--- src/drum_consts.svh ---
`ifndef DRUM_CONSTS_SVH
`define DRUM_CONSTS_SVH

// grid shape
`define NUM_COLS 9
`define NUM_ROWS 9
// row index into a column memory
`define ROW_ADDR_W 4
// node word, signed 1.17
`define NODE_W 18

//////////////////////
// 1.17 constants
//////////////////////

// pyramid slope, 2^-9 per unit of edge distance
`define INIT_STEP 18'sh00100
// base wave speed 0.25
`define RHO_0 18'sh08000
// clamp just under 0.5
`define RHO_MAX 18'sh0fc00

// shifts
`define TENSION_SHIFT 4
`define DAMP_SHIFT 10
// node into upper part of a 32 bit audio word
`define SAMPLE_SHIFT 14

// audio core registers
`define FIFO_MIN_SPACE 8'd2
`define AUDIO_FIFO_ADDR 32'h0000_3044
`define AUDIO_LEFT_ADDR 32'h0000_3048
`define AUDIO_RIGHT_ADDR 32'h0000_304c

`endif

--- src/drum_pkg.sv ---
`include "drum_consts.svh"

package drum_pkg;

	// membrane displacement, signed 1.17
	typedef logic signed [`NODE_W-1:0] node_t;

	// row index within a column
	typedef logic [`ROW_ADDR_W-1:0] row_addr_t;

	// one bus master command
	typedef struct packed {
		logic [31:0] address;
		logic [3:0]  byte_enable;
		logic        read;
		logic        write;
		logic [31:0] write_data;
	} bus_req_t;

	// 1.17 times 1.17, keep sign plus 17 fraction bits
	function automatic node_t fx_mul(input node_t a, input node_t b);
		logic signed [2*`NODE_W-1:0] prod;
		prod = a * b;
		return {prod[2*`NODE_W-1], prod[2*`NODE_W-3:`NODE_W-1]};
	endfunction

endpackage

--- src/audio_bus_master.sv ---
`timescale 1ns/1ns
`include "drum_consts.svh"

// feeds the audio FIFO with the center sample, one frame per timestep
module audio_bus_master import drum_pkg::*; (
	input  logic        CLOCK_50,
	input  logic        rst,
	input  node_t       center,
	output bus_req_t    bus,
	input  logic        bus_ack,
	input  logic [31:0] bus_read_data,
	output logic        step_req
);

	typedef enum logic [2:0] {
		S_READ,
		S_READ_ACK,
		S_CHECK,
		S_LEFT_ACK,
		S_RIGHT,
		S_RIGHT_ACK
	} state_t;

	state_t     state;
	logic [7:0] fifo_space;

	always_ff @(posedge CLOCK_50) begin
		if (rst) begin
			state <= S_READ;
			bus <= '0;
			step_req <= 1'b0;
		end else begin
			case (state)
				// ask for the free FIFO space
				S_READ: begin
					bus.address <= `AUDIO_FIFO_ADDR;
					bus.byte_enable <= 4'hf;
					bus.read <= 1'b1;
					state <= S_READ_ACK;
				end
				// space sits in the top byte
				S_READ_ACK: begin
					if (bus_ack) begin
						fifo_space <= bus_read_data[31:24];
						bus.read <= 1'b0;
						state <= S_CHECK;
					end
				end
				S_CHECK: begin
					if (fifo_space > `FIFO_MIN_SPACE) begin
						// left channel, sign extended center
						bus.address <= `AUDIO_LEFT_ADDR;
						bus.byte_enable <= 4'hf;
						bus.write_data <= 32'(center) << `SAMPLE_SHIFT;
						bus.write <= 1'b1;
						state <= S_LEFT_ACK;
					end else begin
						// too full, poll again
						state <= S_READ;
					end
				end
				S_LEFT_ACK: begin
					if (bus_ack) begin
						bus.write <= 1'b0;
						state <= S_RIGHT;
					end
				end
				// same word to the right channel
				// release the columns for their next timestep
				S_RIGHT: begin
					bus.address <= `AUDIO_RIGHT_ADDR;
					bus.write <= 1'b1;
					step_req <= 1'b1;
					state <= S_RIGHT_ACK;
				end
				S_RIGHT_ACK: begin
					step_req <= 1'b0;
					if (bus_ack) begin
						bus.write <= 1'b0;
						state <= S_READ;
					end
				end
				default: begin
					state <= S_READ;
				end
			endcase
		end
	end

endmodule

--- config.mk ---
export PLATFORM = sky130hd
export DESIGN_NAME = audio_bus_master
export DESIGN_NICKNAME = d
export VERILOG_FILES = /design/src/drum_pkg.sv /design/src/audio_bus_master.sv
export VERILOG_INCLUDE_DIRS = /design/src
export SDC_FILE = /design/constraint.sdc
export NUM_CORES = 1
export LEC_CHECK = 0
export ABC_AREA = 1
export BUFFER_PORTS_ARGS = -buffer_cell sky130_fd_sc_hd__buf_4
export CAP_MARGIN = 20
export CELL_PAD_IN_SITES_DETAIL_PLACEMENT = 1
export CELL_PAD_IN_SITES_GLOBAL_PLACEMENT = 2
export CORE_AREA = 2 2 95 97
export DETAILED_ROUTE_END_ITERATION = 8
export DIE_AREA = 0 0 97 99
export PLACE_DENSITY_LB_ADDON = 0.05
export SYNTH_ARGS = -nofsm -noshare
export SYNTH_HDL_FRONTEND = slang
export SYNTH_SLANG_ARGS = --single-unit
--- constraint.sdc ---
create_clock -name CLOCK_50 -period 1.8 [get_ports CLOCK_50]
set_input_delay 0.27 -clock CLOCK_50 [delete_from_list [all_inputs] [get_ports CLOCK_50]]
set_output_delay 0.27 -clock CLOCK_50 [all_outputs]
set_load 0.01 [all_outputs]
==> PnR_summary.wiki <==
{| class="wikitable"
! Metric !! Value
|-
| Run status || completed
|-
| Detail Placement HPWL || approximately 2900 um
|-
| Count of final setup violators || 0
|-
| Peak fanout along the critical path || 22
|-
| List of cells traversed by the critical path || nor2_1 > nand2_1 > o21ai_4 > nand2_1 > nand2_1 > a21oi_1
|-
| Fin crit share || 0.813
|-
| Most frequent CP cell || sky130_fd_sc_hd__nand2_1
|-
| Total cell area at the placement stage || 2040 um2
|-
| First-pass GRT wire length || 6200 um
|-
| Cell area after synthesis || 1680 um2
|-
| Detailed-router iteration count before antenna repair || 4
|-
| Worst Setup Slack, final || 0.337 ns
|-
| Clock tree root driver cell || sky130_fd_sc_hd__clkbuf_8
|-
| Final period demand of the worst path || 1.46 ns
|-
| Cells after synthesis || 196
|-
| Diodes inserted || 0
|-
| Cell taking the most area after synthesis || sky130_fd_sc_hd__dfxtp_1
|-
| Peak per-stage delay on the critical path || approximately 0.52 ns
|-
| Yosys Warn Count || 0
|-
| Clock-pin slew of the registers on the worst-case setup and hold paths || 0.07 ns
|-
| Power density cells || 1080 nW/um2
|-
| Nature of the critical path endpoint || register
|-
| Cell types occupying the most area after synthesis || sky130_fd_sc_hd__dfxtp_1 33%, sky130_fd_sc_hd__buf_4 22%, sky130_fd_sc_hd__edfxtp_1 14%, sky130_fd_sc_hd__nor2_1 9.9%, sky130_fd_sc_hd__o21ai_0 5.4%
|-
| Top-Level Pins || 124
|-
| Maximum number of pins on one net before global-route repair || 23
|-
| Worst slack at placement || -0.00900 ns
|-
| Final standard cell area without fillers || 2170 um2
|-
| Sink count of the clock tree || 36
|-
| Number of filler cells placed in the layout || between 1000 and 1500
|-
| Vias/cell || roughly 3.6
|-
| Aggregate global routing overflow || 0
|-
| Count of unique library cells instantiated by Yosys || 21
|-
| Actual slew at the worst max-slew pin || 0.598 ns
|-
| Area Overhead vs Synth || 29.6%
|-
| Final slew viol count || 0
|-
| Total negative slack for setup checks || 0 ns
|-
| DRC errors left || 0
|-
| Required @ worst endpoint || 1.97 ns
|-
| # port buffers || 58
|-
| Core Area || 8550 um2
|-
| Sequential element share of the synthesized area || 0.478
|-
| Total power || 0.00233 W
|-
| Upper clock frequency limit || 683 MHz
|-
| Horizontal die dimension || roughly 97 um
|-
| Level count of the clock H-tree || 2
|-
| Cell with the biggest individual delay on the critical path || sky130_fd_sc_hd__o21ai_4
|-
| TritonCTS clock tree || yes
|-
| Final hold violations || 0
|-
| Kind of launch point of the worst setup path || register
|-
| Vertical die dimension || 99 um
|-
| Total CTS buffers || 5
|-
| Vias || 1279
|-
| Vias in the first global route || 1221
|-
| Type of the most critical hold path || input port to register
|-
| Sequential cell area || 801 um2
|-
| Leakage power summed over all cells || approximately 1 nW
|-
| Proportion of netlist area held by the largest area contributor || 0.335
|-
| Remaining antenna violation count after routing || 0
|-
| Initial drt markers || 38
|-
| Total wire length after detailed routing || 4060 um
|-
| Flops & latches, synth || 36
|-
| Total routing resource utilization after global routing || 0.0829
|-
| Remaining max-slew budget at the tightest pin || 0.600
|-
| Arrival time at the worst endpoint || 1.64 ns
|-
| Row Count || 34
|-
| Source-to-sink clock delay at the later pin of the worst-skew pair || 0.29 ns
|-
| Multi-input gate area || ~620 um2
|-
| Max-capacitance violation count || 0
|-
| Setup repair after global routing missed its margin || false
|-
| Final weighted congestion of routability-driven global placement || roughly 0.64
|-
| Number of hold-repair buffers added at the cts stage || 0
|-
| Effective utilization at floorplan || 0.196
|-
| Worst-case vdd ir drop || 0.291 mV
|-
| Total die area || between 9000 and 10000 um2
|-
| Layout Nets || 304
|-
| Number of buffers on the longest clock path || 2
|-
| Mapped Avg Cell Area || 8.55 um2
|-
| Worst clock skew || ~0.010 ns
|-
| Startpoint-to-endpoint class of the critical path || register to register
|-
| Share of final-layout standard cells stronger than drive strength 1 || 0.313
|-
| Antenna violations before repair || 0
|-
| Fraction of the core area covered by cells at the end of the flow || 0.254
|-
| Detailed-route wire length per cell || 11.3 um
|}
## flip-flops by register name, summed over array words and instances, names as in the netlist
signal and cells:
step_req 1, bus 24, state 3, fifo_space 8
## final cells by class
cell class                 instances  area share
sequential                        36       0.369
timing repair buffer              61       0.211
tap                              108      0.0622
inverter                           7      0.0121
multi-input combinational        140       0.288
clock buffer                       7      0.0444
clock inverter                     1      0.0138
## layer usage
| layer | global-route usage | wire [um] | vias to the layer above |
|---|---|---|---|
| li1 | - | - | 650 |
| met1 | 0.102 | 1780 | 563 |
| met2 | 0.131 | 1870 | 61 |
| met3 | 0.0319 | 353 | 5 |
| met4 | 0.0325 | 60 | 0 |
| met5 | 0 | 0 | - |
## cell usage in the layout (no fill, tap or decap), drive strengths merged
master | netlist | final
a211oi | 1 | 1
a21oi | 12 | 12
a22oi | 1 | 1
buf | 50 | 61
bufinv | 0 | 1
clkbuf | 3 | 7
conb | 1 | 41
dfxtp | 28 | 28
edfxtp | 8 | 8
inv | 7 | 7
nand2 | 14 | 14
nand3 | 1 | 1
nand4 | 2 | 2
nor2 | 47 | 47
nor3 | 1 | 1
o211ai | 1 | 1
o21ai | 19 | 19
## cells by family after synthesis
| group | Yosys count | share of synthesized area |
|---|---|---|
| other | 1 | 0.00224 |
| AOI/OAI and AO/OA | 34 | 0.115 |
| and+or+nand+nor | 65 | 0.161 |
| buffers and inverters | 60 | 0.243 |
| DFF | 36 | 0.478 |
## synth_stat cells, drive strengths merged
cell and n:
inv 7, dfxtp 28, conb 1, nor3 1, edfxtp 8, buf 50
clkbuf 3, a22oi 1, nand3 1, a21oi 12, o211ai 1, nand4 2
nand2 14, o21ai 19, a211oi 1, nor2 47
## final timing paths
kind	start	slack, ns	cells past startpoint	end
worst max-delay path	fifo_space[6]$_DFFE_PP_	0.34	6	state[1]$_SDFFE_PP0P_
worst min-delay path	bus_read_data[26]	0.16	1	fifo_space[2]$_DFFE_PP_
worst max register to register	fifo_space[6]$_DFFE_PP_	0.34	6	state[1]$_SDFFE_PP0P_
worst min register to register	bus[33]$_SDFFE_PP0P_	0.47	2	bus[33]$_SDFFE_PP0P_
## power breakdown
part           internal (W)  switching [W]
Combinational      0.000247       0.000305
Clock              0.000489       0.000302
Sequential         0.000923      0.0000693
Total               0.00166       0.000676
## repair_timing
item / 4_1_cts / 5_1_grt
setup buffers: 0 / 0
resized for setup: 1 / 0
setup endpoints to repair: 6 / 0
## worst max-delay path: cells and delay by family (launching register included)
| kind | cells | cell delay (ns) |
|---|---|---|
| AO/OA/AOI/OAI | 2 | 0.58 |
| flip-flops | 1 | 0.36 |
| AND/OR/NAND/NOR | 4 | 0.42 |
## stage by stage
| stage | instances | hold slack, ns |
|---|---|---|
| floorplan | 236 | 0.348 |
| CTS | 360 | 0.148 |
| detailed placement | 352 | 0.451 |
| global placement | 352 | 0.450 |
| finish | 360 | 0.163 |
| global route | 360 | 0.145 |
Note: power is estimated with default switching activity, not from simulation.
